File: src/hw/div_pkg.sv
package div_pkg;

  // operand and result widths
  localparam int dividend_w = 16;
  localparam int divisor_w = 8;

  // dividend bits left over once the first window is loaded
  localparam int low_w = dividend_w - divisor_w - 1;

  // one pipeline stage per quotient bit
  localparam int n_stages = divisor_w;

  // register offsets
  localparam logic [3:0] addr_operand = 4'h0;
  localparam logic [3:0] addr_result = 4'h4;
  localparam logic [3:0] addr_status = 4'h8;

  // remainder sits above quotient, same as the RESULT word
  typedef struct packed {
    logic [divisor_w-1:0] remainder;
    logic [divisor_w-1:0] quotient;
  } result_t;

endpackage
File: src/hw/div_stage_if.sv
interface div_stage_if;

  logic valid;

  // carried high remainder bit
  logic top;

  // partial remainder window
  logic [div_pkg::divisor_w-1:0] rem;

  // dividend bits still to be shifted in, msb first
  logic [div_pkg::low_w-1:0] low;

  logic [div_pkg::divisor_w-1:0] divisor;

  // bits produced so far
  logic [div_pkg::divisor_w-1:0] quotient;

  modport src (
    output valid, top, rem, low, divisor, quotient
  );

  modport dst (
    input valid, top, rem, low, divisor, quotient
  );

endinterface

File: src/hw/approx_div_top.sv
module approx_div_top #(
  parameter int APPROX_ROWS = 6,
  parameter int FIFO_DEPTH = 4
) (
  input logic clk,
  input logic reset,
  input logic psel,
  input logic penable,
  input logic pwrite,
  input logic [3:0] paddr,
  input logic [31:0] pwdata,
  output logic [31:0] prdata,
  output logic pready,
  output logic pslverr
);

  logic start;
  logic [div_pkg::dividend_w-1:0] dividend;
  logic [div_pkg::divisor_w-1:0] divisor;
  logic done;
  div_pkg::result_t result;

  div_apb_regs #(
    .FIFO_DEPTH(FIFO_DEPTH)
  ) u_regs (
    .clk(clk),
    .reset(reset),
    .psel(psel),
    .penable(penable),
    .pwrite(pwrite),
    .paddr(paddr),
    .pwdata(pwdata),
    .prdata(prdata),
    .pready(pready),
    .pslverr(pslverr),
    .start(start),
    .dividend(dividend),
    .divisor(divisor),
    .done(done),
    .result(result)
  );

  div_array_pipe #(
    .APPROX_ROWS(APPROX_ROWS)
  ) u_pipe (
    .clk(clk),
    .reset(reset),
    .start(start),
    .dividend(dividend),
    .divisor(divisor),
    .done(done),
    .result(result)
  );

endmodule

File: src/hw/div_apb_regs.sv
module div_apb_regs #(
  parameter int FIFO_DEPTH = 4
) (
  input logic clk,
  input logic reset,
  input logic psel,
  input logic penable,
  input logic pwrite,
  input logic [3:0] paddr,
  input logic [31:0] pwdata,
  output logic [31:0] prdata,
  output logic pready,
  output logic pslverr,
  output logic start,
  output logic [div_pkg::dividend_w-1:0] dividend,
  output logic [div_pkg::divisor_w-1:0] divisor,
  input logic done,
  input div_pkg::result_t result
);

  localparam int cnt_w = $clog2(FIFO_DEPTH + 1);
  localparam int ptr_w = (FIFO_DEPTH > 1) ? $clog2(FIFO_DEPTH) : 1;
  localparam int res_w = $bits(div_pkg::result_t);

  logic access;
  logic wr_operand;
  logic rd_result;
  logic no_room;
  logic fifo_empty;
  logic pop;
  logic [cnt_w-1:0] inflight;
  logic [cnt_w-1:0] level;
  logic [ptr_w-1:0] wr_ptr;
  logic [ptr_w-1:0] rd_ptr;
  div_pkg::result_t fifo_mem [FIFO_DEPTH];

  function automatic logic [ptr_w-1:0] bump(input logic [ptr_w-1:0] p);
    return (p == ptr_w'(FIFO_DEPTH - 1)) ? '0 : p + 1'b1;
  endfunction

  assign access = psel & penable;
  assign wr_operand = access & pwrite & (paddr == div_pkg::addr_operand);
  assign rd_result = access & ~pwrite & (paddr == div_pkg::addr_result);

  // every division in flight already owns a fifo slot
  assign no_room = (inflight + level) == FIFO_DEPTH;
  assign fifo_empty = (level == '0);

  assign start = wr_operand & ~no_room;
  assign dividend = pwdata[div_pkg::dividend_w-1:0];
  assign divisor = pwdata[div_pkg::dividend_w +: div_pkg::divisor_w];

  assign pop = rd_result & ~fifo_empty;

  assign pready = 1'b1;
  assign pslverr = (wr_operand & no_room) | (rd_result & fifo_empty);

  always_comb begin
    prdata = '0;
    if (access && !pwrite) begin
      case (paddr)
        div_pkg::addr_result: begin
          if (!fifo_empty) begin
            prdata[res_w-1:0] = fifo_mem[rd_ptr];
          end
        end
        div_pkg::addr_status: begin
          prdata[3:0] = 4'(level);
          prdata[7:4] = 4'(inflight);
        end
        default: begin
          prdata = '0;
        end
      endcase
    end
  end

  // up on launch, down when the pipe hands a result over
  always_ff @(posedge clk) begin
    if (reset) begin
      inflight <= '0;
    end else if (start && !done) begin
      inflight <= inflight + 1'b1;
    end else if (done && !start) begin
      inflight <= inflight - 1'b1;
    end
  end

  always_ff @(posedge clk) begin
    if (reset) begin
      wr_ptr <= '0;
    end else if (done) begin
      wr_ptr <= bump(wr_ptr);
    end
  end

  always_ff @(posedge clk) begin
    if (reset) begin
      rd_ptr <= '0;
    end else if (pop) begin
      rd_ptr <= bump(rd_ptr);
    end
  end

  always_ff @(posedge clk) begin
    if (reset) begin
      level <= '0;
    end else if (done && !pop) begin
      level <= level + 1'b1;
    end else if (pop && !done) begin
      level <= level - 1'b1;
    end
  end

  // admission keeps a push from ever landing on a full fifo
  always_ff @(posedge clk) begin
    if (done) begin
      fifo_mem[wr_ptr] <= result;
    end
  end

endmodule

File: src/hw/div_array_pipe.sv
module div_array_pipe #(
  parameter int APPROX_ROWS = 6
) (
  input logic clk,
  input logic reset,
  input logic start,
  input logic [div_pkg::dividend_w-1:0] dividend,
  input logic [div_pkg::divisor_w-1:0] divisor,
  output logic done,
  output div_pkg::result_t result
);

  localparam int n = div_pkg::n_stages;
  localparam int dw = div_pkg::dividend_w;

  div_stage_if link [0:n] ();

  // first window takes dividend bits 14..7, bit 15 rides as top
  assign link[0].valid = start;
  assign link[0].top = dividend[dw-1];
  assign link[0].rem = dividend[dw-2 -: div_pkg::divisor_w];
  assign link[0].low = dividend[div_pkg::low_w-1:0];
  assign link[0].divisor = divisor;
  assign link[0].quotient = '0;

  // row i produces quotient bit n-1-i
  for (genvar i = 0; i < n; i++) begin : g_row
    localparam int bit_idx = n - 1 - i;

    div_row_stage #(
      .APPROX(bit_idx < APPROX_ROWS),
      .BIT(bit_idx)
    ) u_row (
      .clk(clk),
      .reset(reset),
      .up(link[i]),
      .down(link[i+1])
    );
  end

  assign done = link[n].valid;
  assign result.quotient = link[n].quotient;
  assign result.remainder = link[n].rem;

endmodule

File: src/hw/div_row_stage.sv
module div_row_stage #(
  parameter bit APPROX = 1'b0,
  parameter int BIT = 0
) (
  input logic clk,
  input logic reset,
  div_stage_if.dst up,
  div_stage_if.src down
);

  localparam int w = div_pkg::divisor_w;
  localparam int lw = div_pkg::low_w;

  logic [w-1:0] diff;
  logic [w:0] borrow;
  logic q_bit;
  logic [w-1:0] new_rem;
  logic [w-1:0] quot_next;
  logic [w-1:0] rem_next;
  logic top_next;
  logic [lw-1:0] low_next;

  // borrow row, lsb column first
  always_comb begin
    borrow[0] = 1'b0;
    for (int j = 0; j < w; j++) begin
      if (APPROX) begin
        // approximate cell ignores the divisor bit
        diff[j] = up.rem[j] | borrow[j];
        borrow[j+1] = up.rem[j];
      end else begin
        diff[j] = up.rem[j] ^ up.divisor[j] ^ borrow[j];
        borrow[j+1] = (~up.rem[j] & up.divisor[j]) |
                      (~(up.rem[j] ^ up.divisor[j]) & borrow[j]);
      end
    end
  end

  assign q_bit = up.top | ~borrow[w];

  // restore when the subtraction did not fit
  assign new_rem = q_bit ? diff : up.rem;

  always_comb begin
    quot_next = up.quotient;
    quot_next[BIT] = q_bit;
  end

  always_comb begin
    if (BIT == 0) begin
      // last row keeps its remainder as the final one
      rem_next = new_rem;
      top_next = 1'b0;
      low_next = up.low;
    end else begin
      rem_next = {new_rem[w-2:0], up.low[lw-1]};
      top_next = new_rem[w-1];
      low_next = {up.low[lw-2:0], 1'b0};
    end
  end

  always_ff @(posedge clk) begin
    if (reset) begin
      down.valid <= 1'b0;
    end else begin
      down.valid <= up.valid;
    end
  end

  always_ff @(posedge clk) begin
    down.top <= top_next;
    down.rem <= rem_next;
    down.low <= low_next;
    down.divisor <= up.divisor;
    down.quotient <= quot_next;
  end

endmodule

File: config.mk
export PLATFORM = sky130hd
export DESIGN_NAME = approx_div_top
export DESIGN_NICKNAME = d
export VERILOG_FILES = /design/src/hw/div_pkg.sv /design/src/hw/div_stage_if.sv /design/src/hw/approx_div_top.sv /design/src/hw/div_apb_regs.sv /design/src/hw/div_array_pipe.sv /design/src/hw/div_row_stage.sv
export SDC_FILE = /design/constraint.sdc
export NUM_CORES = 1
export LEC_CHECK = 0
export BUFFER_PORTS_ARGS = -buffer_cell sky130_fd_sc_hd__buf_4
export CAP_MARGIN = 10
export CORE_AREA = 2 2 147 149
export CTS_BUF_LIST = sky130_fd_sc_hd__clkbuf_8
export CTS_CLUSTER_SIZE = 30
export DETAILED_ROUTE_END_ITERATION = 7
export DIE_AREA = 0 0 149 151
export PLACE_DENSITY = 0.7
export SLEW_MARGIN = 20
export SYNTH_ARGS = -nofsm -noshare
export SYNTH_HDL_FRONTEND = slang
export SYNTH_HIERARCHICAL = 1
export SYNTH_SLANG_ARGS = --single-unit
File: constraint.sdc
create_clock -name clk -period 4.67 [get_ports clk]
set_input_delay 0.467 -clock clk [delete_from_list [all_inputs] [get_ports clk]]
set_output_delay 0.467 -clock clk [all_outputs]
set_load 0.05 [all_outputs]
==> run metrics, run 1 <==
outcome=finished, final reports clean; commonest non-fill, non-tap cell in the layout=dfxtp_1; worst skew pair latency=approximately 0.54 ns; hpwl dp=~6700 um; layout cells sized above 1=0.241; pwr/cell area=between 400 and 500 mW/mm^2; Final Skew=0.0235 ns; antenna violations before repair=0; Nets=between 600 and 700; fin crit share=0.855; synthesis-to-finish area growth=14.1%; Final Max Tran Viols=0; final wirelength=10000 um; crit-path max FO=9; H-tree Lvls=1; switching power=around 0.00087 W; vias in the first global route=between 3000 and 4000; Leakage Power=approximately 3.4 nW; Post-Synthesis Cells=~500; Least-Margin Pin Slew=between 0.8 and 0.9 ns; top-level port count=75; VDD IR max=between 0.15 and 0.2 mV; post-cts sizing count=0; chip height=151 um; Clock Tree Buf Depth=3; Req. time, crit path=5.12 ns; largest net degree at the start of global routing=19; grt total ovfl=0; crit start category=input pin; CP Capture Type=register; RSZ-0062 raised after global routing=no; DR DRC count=0; max-cap check violation count=0; final setup vio count=0; fillers=1894; area occupied by multi-input gates=0.00200 mm^2; Hold Crit Class=in -> reg; Mapped Area=~0.0075 mm^2; Worst slew margin=0.401; critical path arrival=about 4.5 ns; drt pass-1 iters=4; root buf cell=clkbuf_8; postcts setup bufs=0; starting density of the core=0.360; power share of the sequential group=0.559; first-pass GRT wire length=roughly 17000 um; hold bufs inserted after CTS=0; DR iter-0 viols=about 100; DR WL/cell=12.1 um; Buffers on Ports=49; final core utilization=0.411; routability cong.=about 0.71; clock tree from TritonCTS=yes; GRT Overall Usage=0.0901; Num CTS Buffers=31; Ys Warns=6; antenna viol nets, final=0; Reg clk slew, reported paths=around 0.060 ns; vias after detailed routing=~3500; row cnt=53; Worst Setup Path Type=in -> reg; final critical-path required period=~4.0 ns; core box area=~0.021 mm^2; TNS Setup=0 ns; Pint=between 0.003 and 0.004 W; Sw Share=0.214; DIE AREA=0.0225 mm^2; Seq. cell area=approximately 0.0050 mm^2; die width=about 150 um; drt via density=~4.2; combinational power share=0.064; clock power share=0.377; Antenna diodes=0; fmax=250 MHz; Final Hold Vio Count=0; CTS Sinks=220; Avg Inst Size Synth=approximately 15 um^2; most frequent cells in the layout=dfxtp_1 (155), edfxtp_1 (64), buf_4 (49)
## through the flow
step                      hold slack, ns  power [W]  std cells  worst slack (ns)  cell area [um^2]
after global routing            0.000592    0.00426        830             0.504              8560
after detailed placement           0.312    0.00257        771            0.0957              7850
after global placement             0.312    0.00255        771             0.174              7850
after CTS                        0.00476    0.00411        827             0.666              8530
final                             0.0455    0.00406        830             0.675              8560
after floorplan                    0.310    0.00255        502             0.257              7560
## layout make-up
type                    count  area share
clock inverters            13      0.0102
flip-flops and latches    220       0.589
inverters                  25      0.0110
well taps                 275      0.0402
multi-input cells         202       0.234
repair buffers             52      0.0465
clock buffers              43      0.0691
## registers in the layout, summed over array words and instances, names as in the netlist, 3 cells and up, named ones only
signal / flops
u_regs/level: 3
u_pipe/g_row.u_row/down.low: 21
u_pipe/g_row.u_row/down.top: 7
u_pipe/g_row.u_row/down.rem: 64
u_regs/fifo_mem: 64
u_pipe/g_row.u_row/down.valid: 8
u_regs/inflight: 3
u_pipe/g_row.u_row/down.divisor: 8
u_pipe/g_row.u_row/down.quotient: 36
## worst max-delay path, cell delays in order
cell and delay [ns]:
buf_4 0.07, inv_1 0.04, ha_1 0.21, fa_1 0.46, fa_1 0.46, fa_1 0.46, fa_1 0.46, fa_1 0.47
fa_1 0.46, fa_1 0.48, nand2b_4 0.18, mux2i_1 0.22
## power groups by stage
stage	clock [W]	combinational (W)	sequential, W
floorplan	0	0.000262	0.00229
global placement	0	0.000249	0.00231
detailed placement	0	0.000259	0.00231
CTS	0.00158	0.000262	0.00227
global route	0.00167	0.000294	0.00229
finish	0.00153	0.000260	0.00227
## per-layer routing
| metal | global-route usage | part of all wire | vias up | wire length (um) |
|---|---|---|---|---|
| li1 | - | - | 1700 | - |
| met2 | 0.156 | 0.48 | 100 | 4840 |
| met3 | 0.0268 | 0.059 | 26 | 587 |
| met4 | 0.0357 | 0.021 | 0 | 214 |
| met1 | 0.105 | 0.44 | 1661 | 4370 |
| met5 | 0 | 0 | - | 0 |
## worst paths after layout
check,start,end,slack (ns),depth (start not counted)
max,pwdata[7],u_pipe/g_row[0].u_row/down.rem[3]$_DFF_P_,0.68,12
min,pwdata[5],u_pipe/g_row[0].u_row/down.low[6]$_DFF_P_,0.05,1
max reg2reg,u_pipe/g_row[0].u_row/down.rem[0]$_DFF_P_,u_pipe/g_row[1].u_row/down.rem[3]$_DFF_P_,0.86,11
min reg2reg,u_pipe/g_row[5].u_row/down.quotient[2]$_DFF_P_,u_pipe/g_row[6].u_row/down.quotient[2]$_DFF_P_,0.30,0
Power figures use the tool's default switching activity.
==> inputs of run 2 (changes only) <==
Settings changed: CELL_PAD_IN_SITES_DETAIL_PLACEMENT set to 2, CELL_PAD_IN_SITES_GLOBAL_PLACEMENT set to 2, CORE_AREA 2 2 147 149 to 2 2 157 159, DIE_AREA 0 0 149 151 to 0 0 159 161, PLACE_DENSITY 0.7 to 0.8.
==> run metrics, run 2 (synthesized netlist as in run 1, its figures left out) <==
TNS Setup=0 ns (unchanged); Final Skew=0.0178 ns (was 0.0235 ns); fmax=245 MHz (was 250 MHz); area occupied by multi-input gates=0.00200 mm^2 (unchanged); reg2reg start=u_pipe/g_row[0].u_row/down.rem[0]$_DFF_P_ (unchanged); Met1 Wirelength=5080 um (was 4370 um); final critical-path required period=4.08 ns (was 3.99 ns); hold bufs inserted after CTS=0 (unchanged); placed cell count=820 (was 771); Least-Margin Pin Slew=1.01 ns (was 0.899 ns); top flop regs=u_pipe/g_row.u_row/down.rem (64), u_regs/fifo_mem (64), u_pipe/g_row.u_row/down.quotient (36) (unchanged); Leakage Power=3.38 nW (was 3.37 nW); synthesis-to-finish area growth=14.4% (was 14.1%); crit-path max FO=9 (unchanged); drt pass-1 iters=3 (was 4); Reg clk slew, reported paths=0.06 ns (about the same); Nets=604 (was 602); clock tree from TritonCTS=yes (unchanged); Buffers on Ports=49 (unchanged); critical path arrival=4.49 ns (was 4.45 ns); final setup vio count=0 (unchanged); RSZ-0062 raised after global routing=no (unchanged); Layout Cells excl Fill=884 (was 830); fillers=2458 (was 1894); crit-path cells=buf_4 > inv_1 > ha_1 > fa_1 > fa_1 > fa_1 > fa_1 > fa_1 > fa_1 > fa_1 > nand2b_4 > mux2i_1 (unchanged); commonest non-fill, non-tap cell in the layout=dfxtp_1 (unchanged); final wirelength=13400 um (was 10000 um); GRT Overall Usage=0.107 (was 0.0901); most frequent cells in the layout=dfxtp_1 (155), edfxtp_1 (64), buf_4 (49) (unchanged); antenna violations before repair=0 (unchanged); most used cell along the critical path=fa_1 (unchanged); Post-Place Cell Area=0.00791 mm^2 (was 0.00785 mm^2); DR DRC count=0 (unchanged); CP Capture Type=register (unchanged); outcome=finished, final reports clean (unchanged); vias after detailed routing=3622 (was 3487); post-layout instance area=0.00859 mm^2 (was 0.00856 mm^2); postcts setup bufs=0 (unchanged); starting density of the core=0.313 (was 0.360); Worst slew margin=0.319 (was 0.401); post-cts sizing count=0 (unchanged); drt via density=4.10 (was 4.20); DR WL/cell=15.1 um (was 12.1 um); grt total ovfl=0 (unchanged); CTS Sinks=220 (unchanged); worst skew pair latency=0.51 ns (was 0.54 ns); antenna viol nets, final=0 (unchanged); max-cap check violation count=0 (unchanged); row cnt=57 (was 53); top-level port count=75 (unchanged); DIE AREA=0.0256 mm^2 (was 0.0225 mm^2); DR iter-0 viols=113 (was 103); WHS=0.0596 ns (was 0.0455 ns); core box area=0.0240 mm^2 (was 0.0208 mm^2); Antenna diodes=0 (unchanged); first-pass GRT wire length=21700 um (was 16600 um); delay-heaviest family, CP=adder cells (unchanged); r2r setup slk=0.72 ns (was 0.86 ns); Routed met2 length=7300 um (was 4840 um); critical path depth=12 (unchanged); top layer in use=met4 (unchanged); root buf cell=clkbuf_8 (unchanged); die width=159 um (was 149 um); Final Hold Vio Count=0 (unchanged); VDD IR max=0.212 mV (was 0.194 mV); CP Launch Point=pwdata[7] (unchanged); routability cong.=0.671 (was 0.709); total power draw=0.00409 W (was 0.00406 W); CP peak stage delay=0.49 ns (was 0.48 ns); hpwl dp=9170 um (was 6710 um); crit start category=input pin (unchanged); Num CTS Buffers=36 (was 31); Clock Tree Buf Depth=3 (unchanged); vias in the first global route=4242 (was 3577); Worst Reg2Reg Path Length in Cells=11 (unchanged); Slowest-stage cell, CP=fa_1 (unchanged); fin crit share=0.874 (was 0.855); DR WL met3=703 um (was 587 um); Seq. cell area=0.00505 mm^2 (unchanged); reg-to-reg endpoint=u_pipe/g_row[1].u_row/down.rem[2]$_DFF_P_ (was u_pipe/g_row[1].u_row/down.rem[3]$_DFF_P_); Worst Path Buf+Inv=2 (unchanged); H-tree Lvls=2 (was 1); CP endpoint=u_pipe/g_row[0].u_row/down.rem[7]$_DFF_P_ (was u_pipe/g_row[0].u_row/down.rem[3]$_DFF_P_); pwr/cell area=477 mW/mm^2 (was 474 mW/mm^2); chip height=161 um (was 151 um); Hold Crit Class=in -> reg (unchanged); largest net degree at the start of global routing=19 (unchanged); Final Max Tran Viols=0 (unchanged); Worst Setup Path Type=in -> reg (unchanged); layout cells sized above 1=0.234 (was 0.241); Req. time, crit path=5.08 ns (was 5.12 ns)
-- run 2: cell type report --
cell class                      count  area share
Tap cell                          324      0.0472
Sequential cell                   220       0.588
Multi-Input combinational cell    202       0.233
Inverter                           25      0.0109
Clock inverter                     22      0.0111
Timing Repair Buffer               49      0.0428
Clock buffer                       42      0.0673
-- run 2: worst min-delay path by stage --
stage | start | end | cells after the start
floorplan | u_pipe/g_row[0].u_row/down.low[1]$_DFF_P_ | u_pipe/g_row[1].u_row/down.low[2]$_DFF_P_ | 0
global placement | u_pipe/g_row[5].u_row/down.quotient[4]$_DFF_P_ | u_pipe/g_row[6].u_row/down.quotient[4]$_DFF_P_ | 0
detailed placement | u_pipe/g_row[2].u_row/down.quotient[6]$_DFF_P_ | u_pipe/g_row[3].u_row/down.quotient[6]$_DFF_P_ | 0
CTS | pwdata[0] | u_pipe/g_row[0].u_row/down.low[1]$_DFF_P_ | 1
global route | pwdata[1] | u_pipe/g_row[0].u_row/down.low[2]$_DFF_P_ | 1
finish | pwdata[6] | u_pipe/g_row[0].u_row/down.rem[0]$_DFF_P_ | 1
-- run 2: worst register-to-register path, cell delays in order, from the launching register on --
cell and delay [ns]:
dfxtp_1 0.30, inv_1 0.05, ha_1 0.20, fa_1 0.39, fa_1 0.40, fa_1 0.39, fa_1 0.43, fa_1 0.43
fa_1 0.43, fa_1 0.43, nand2b_4 0.19, mux2i_1 0.24
-- run 2: report_power, final --
| part | switching, W | internal, W | total [W] | leakage, nW |
|---|---|---|---|---|
| Sequential | 0.000102 | 0.00219 | 0.00229 | 1.77 |
| Combinational | 0.000144 | 0.000132 | 0.000276 | 1.21 |
| Clock | 0.000711 | 0.000818 | 0.00153 | 0.402 |
-- run 2: per-layer routing --
layer	global-route usage	up-vias
met1	0.108	1790
met5	0	-
met3	0.0318	24
met4	0.0426	0
li1	-	1710
met2	0.207	98
-- run 2: per-stage QoR --
step	util	setup slack [ns]
4_1_cts	0.358	0.556
3_3_place_gp	0.330	0.161
6_report	0.358	0.590
5_1_grt	0.358	0.485
2_1_floorplan	-	0.257
3_5_place_dp	0.330	0.00277
==> inputs of run 3 (changes only) <==
Settings changed: CELL_PAD_IN_SITES_DETAIL_PLACEMENT 2 to 0, CELL_PAD_IN_SITES_GLOBAL_PLACEMENT 2 to 1, CORE_AREA 2 2 157 159 to 2 2 147 149, DIE_AREA 0 0 159 161 to 0 0 149 151, PLACE_DENSITY 0.8 to 0.76.
Clock period 4.67 ns to 4.7 ns, I/O delays scaled along.
==> run metrics, run 3 (synthesized netlist as in run 1, its figures left out) <==
Least-Margin Pin Slew=0.911 ns (was 1.01 ns); combinational power share=0.063 (was 0.067); die width=149 um (was 159 um); Leakage Power=3.39 nW (was 3.38 nW); vias in the first global route=3695 (was 4242); critical path arrival=4.45 ns (was 4.49 ns); final setup vio count=0 (unchanged); commonest non-fill, non-tap cell in the layout=dfxtp_1 (unchanged); row cnt=53 (was 57); hpwl dp=6550 um (was 9170 um); most frequent cells in the layout=dfxtp_1 (155), edfxtp_1 (64), buf_4 (49) (unchanged); routability cong.=0.665 (was 0.671); DR WL/cell=12.1 um (was 15.1 um); largest net degree at the start of global routing=19 (unchanged); CP Capture Type=register (unchanged); Layout Cells excl Fill=833 (was 884); delay-heaviest family, CP=adder cells (unchanged); antenna violations before repair=0 (unchanged); CP peak stage delay=0.48 ns (was 0.49 ns); first-pass GRT wire length=16800 um (was 21700 um); most used cell along the critical path=fa_1 (unchanged); Final Hold Vio Count=0 (unchanged); starting density of the core=0.360 (was 0.313); clock power share=0.384 (was 0.374); DIE AREA=0.0225 mm^2 (was 0.0256 mm^2); max-cap check violation count=0 (unchanged); Final Max Tran Viols=0 (unchanged); Num CTS Buffers=35 (was 36); chip height=151 um (was 161 um); antenna viol nets, final=0 (unchanged); placed cell count=771 (was 820); outcome=finished, final reports clean (unchanged); grt total ovfl=0 (unchanged); core box area=0.0208 mm^2 (was 0.0240 mm^2); top-level port count=75 (unchanged); drt via density=4.15 (was 4.10); WHS=0.0710 ns (was 0.0596 ns); crit start category=input pin (unchanged); worst skew pair latency=0.51 ns (about the same); layout cells sized above 1=0.242 (was 0.234); Slowest-stage cell, CP=fa_1 (unchanged); vias after detailed routing=3456 (was 3622); Clock Tree Buf Depth=3 (unchanged); final critical-path required period=between 4 and 5 ns; Reg clk slew, reported paths=0.06 ns (about the same); DR DRC count=0 (unchanged); fin crit share=0.857; root buf cell=clkbuf_8 (unchanged); Pint=0.00318 W (was 0.00314 W); VDD IR max=0.192 mV (was 0.212 mV); postcts setup bufs=0 (unchanged); Final Skew=0.0126 ns (was 0.0178 ns); Worst Path Buf+Inv=2 (unchanged); post-cts sizing count=0 (unchanged); H-tree Lvls=2 (unchanged); drt pass-1 iters=4 (was 3); Worst slew margin=0.393 (was 0.319); Nets=603 (was 604); clock tree from TritonCTS=yes (unchanged); fmax=248 MHz; top flop regs=u_pipe/g_row.u_row/down.rem (64), u_regs/fifo_mem (64), u_pipe/g_row.u_row/down.quotient (36) (unchanged); TNS Setup=0 ns (unchanged); final wirelength=10100 um (was 13400 um); Sw Share=0.220 (was 0.234); crit-path max FO=9 (unchanged); Antenna diodes=0 (unchanged); DR iter-0 viols=124 (was 113); Req. time, crit path=5.12 ns (was 5.08 ns); RSZ-0062 raised after global routing=no (unchanged); Buffers on Ports=49 (unchanged); hold bufs inserted after CTS=0 (unchanged); Worst Setup Path Type=in -> reg (unchanged); Hold Crit Class=in -> reg (unchanged); r2r setup slk=0.90 ns (was 0.72 ns); switching power=0.000894 W (was 0.000957 W); synthesis-to-finish area growth=14.1% (was 14.4%); power share of the sequential group=0.554 (was 0.559); CTS Sinks=220 (unchanged); pwr/cell area=476 mW/mm^2 (was 477 mW/mm^2); crit-path cells=buf_4 > inv_1 > ha_1 > fa_1 > fa_1 > fa_1 > fa_1 > fa_1 > fa_1 > fa_1 > nand2b_4 > mux2i_1 (unchanged); GRT Overall Usage=0.0945 (was 0.107)
==> run 3: cell count changes in the layout (fill, tap and decap cells not counted) <==
cell        before  now
inv_6            0    1
inv_1           42   36
clkinvlp_4       3    1
clkbuf_8        42   46
clkinv_4         0    1
==> run 3: final timing paths <==
| path | startpoint | to | cells after the start |
|---|---|---|---|
| setup reg to reg | u_pipe/g_row[0].u_row/down.rem[0]$_DFF_P_ | u_pipe/g_row[1].u_row/down.top$_DFF_P_ | 11 |
| hold / removal | pwdata[5] | u_pipe/g_row[0].u_row/down.low[6]$_DFF_P_ | 1 |
| hold reg to reg | u_pipe/g_row[1].u_row/down.low[2]$_DFF_P_ | u_pipe/g_row[2].u_row/down.low[3]$_DFF_P_ | 0 |
| setup / recovery | pwdata[7] | u_pipe/g_row[0].u_row/down.rem[1]$_DFF_P_ | 12 |
==> run 3: metal layers <==
layer	part of all wire	up-vias	global-route usage
li1	-	1709	-
met1	0.42	1632	0.105
met2	0.49	90	0.162
met3	0.066	25	0.0355
met4	0.026	0	0.0438
met5	0	-	0
==> run 3: stage by stage <==
step / total power [W] / setup WS, ns / area, um^2 / utilization
2_1_floorplan: 0.00253 / 0.284 / 7560 / -
3_3_place_gp: 0.00254 / 0.194 / 7850 / 0.377
3_5_place_dp: 0.00255 / 0.100 / 7850 / 0.377
4_1_cts: 0.00414 / 0.648 / 8560 / 0.411
5_1_grt: 0.00428 / 0.539 / 8560 / 0.411
6_report: 0.00407 / 0.671 / 8560 / 0.411
==> run 3: worst register-to-register path: cells and delay by family, from the launching register on <==
| family | cells | cell delay (ns) |
|---|---|---|
| fa+ha+maj | 8 | 2.99 |
| buf+inv | 1 | 0.05 |
| simple gates | 1 | 0.18 |
| mux | 1 | 0.22 |
| flops | 1 | 0.30 |
==> run 3: final cells by class <==
cell class	instances	area, um^2
clock buffer	46	633
clock inverter	16	75.1
fill	1932	12300
inverter	25	93.8
multi-input combinational	202	2000
sequential	220	5050
tap	275	344
timing repair buffer	49	368
==> run 3: power groups by stage <==
stage               sequential (W)  clock, W  combinational (W)
global placement           0.00229         0           0.000248
CTS                        0.00226   0.00162           0.000262
floorplan                  0.00227         0           0.000260
finish                     0.00225   0.00156           0.000256
detailed placement         0.00230         0           0.000257
global route               0.00228   0.00171           0.000289
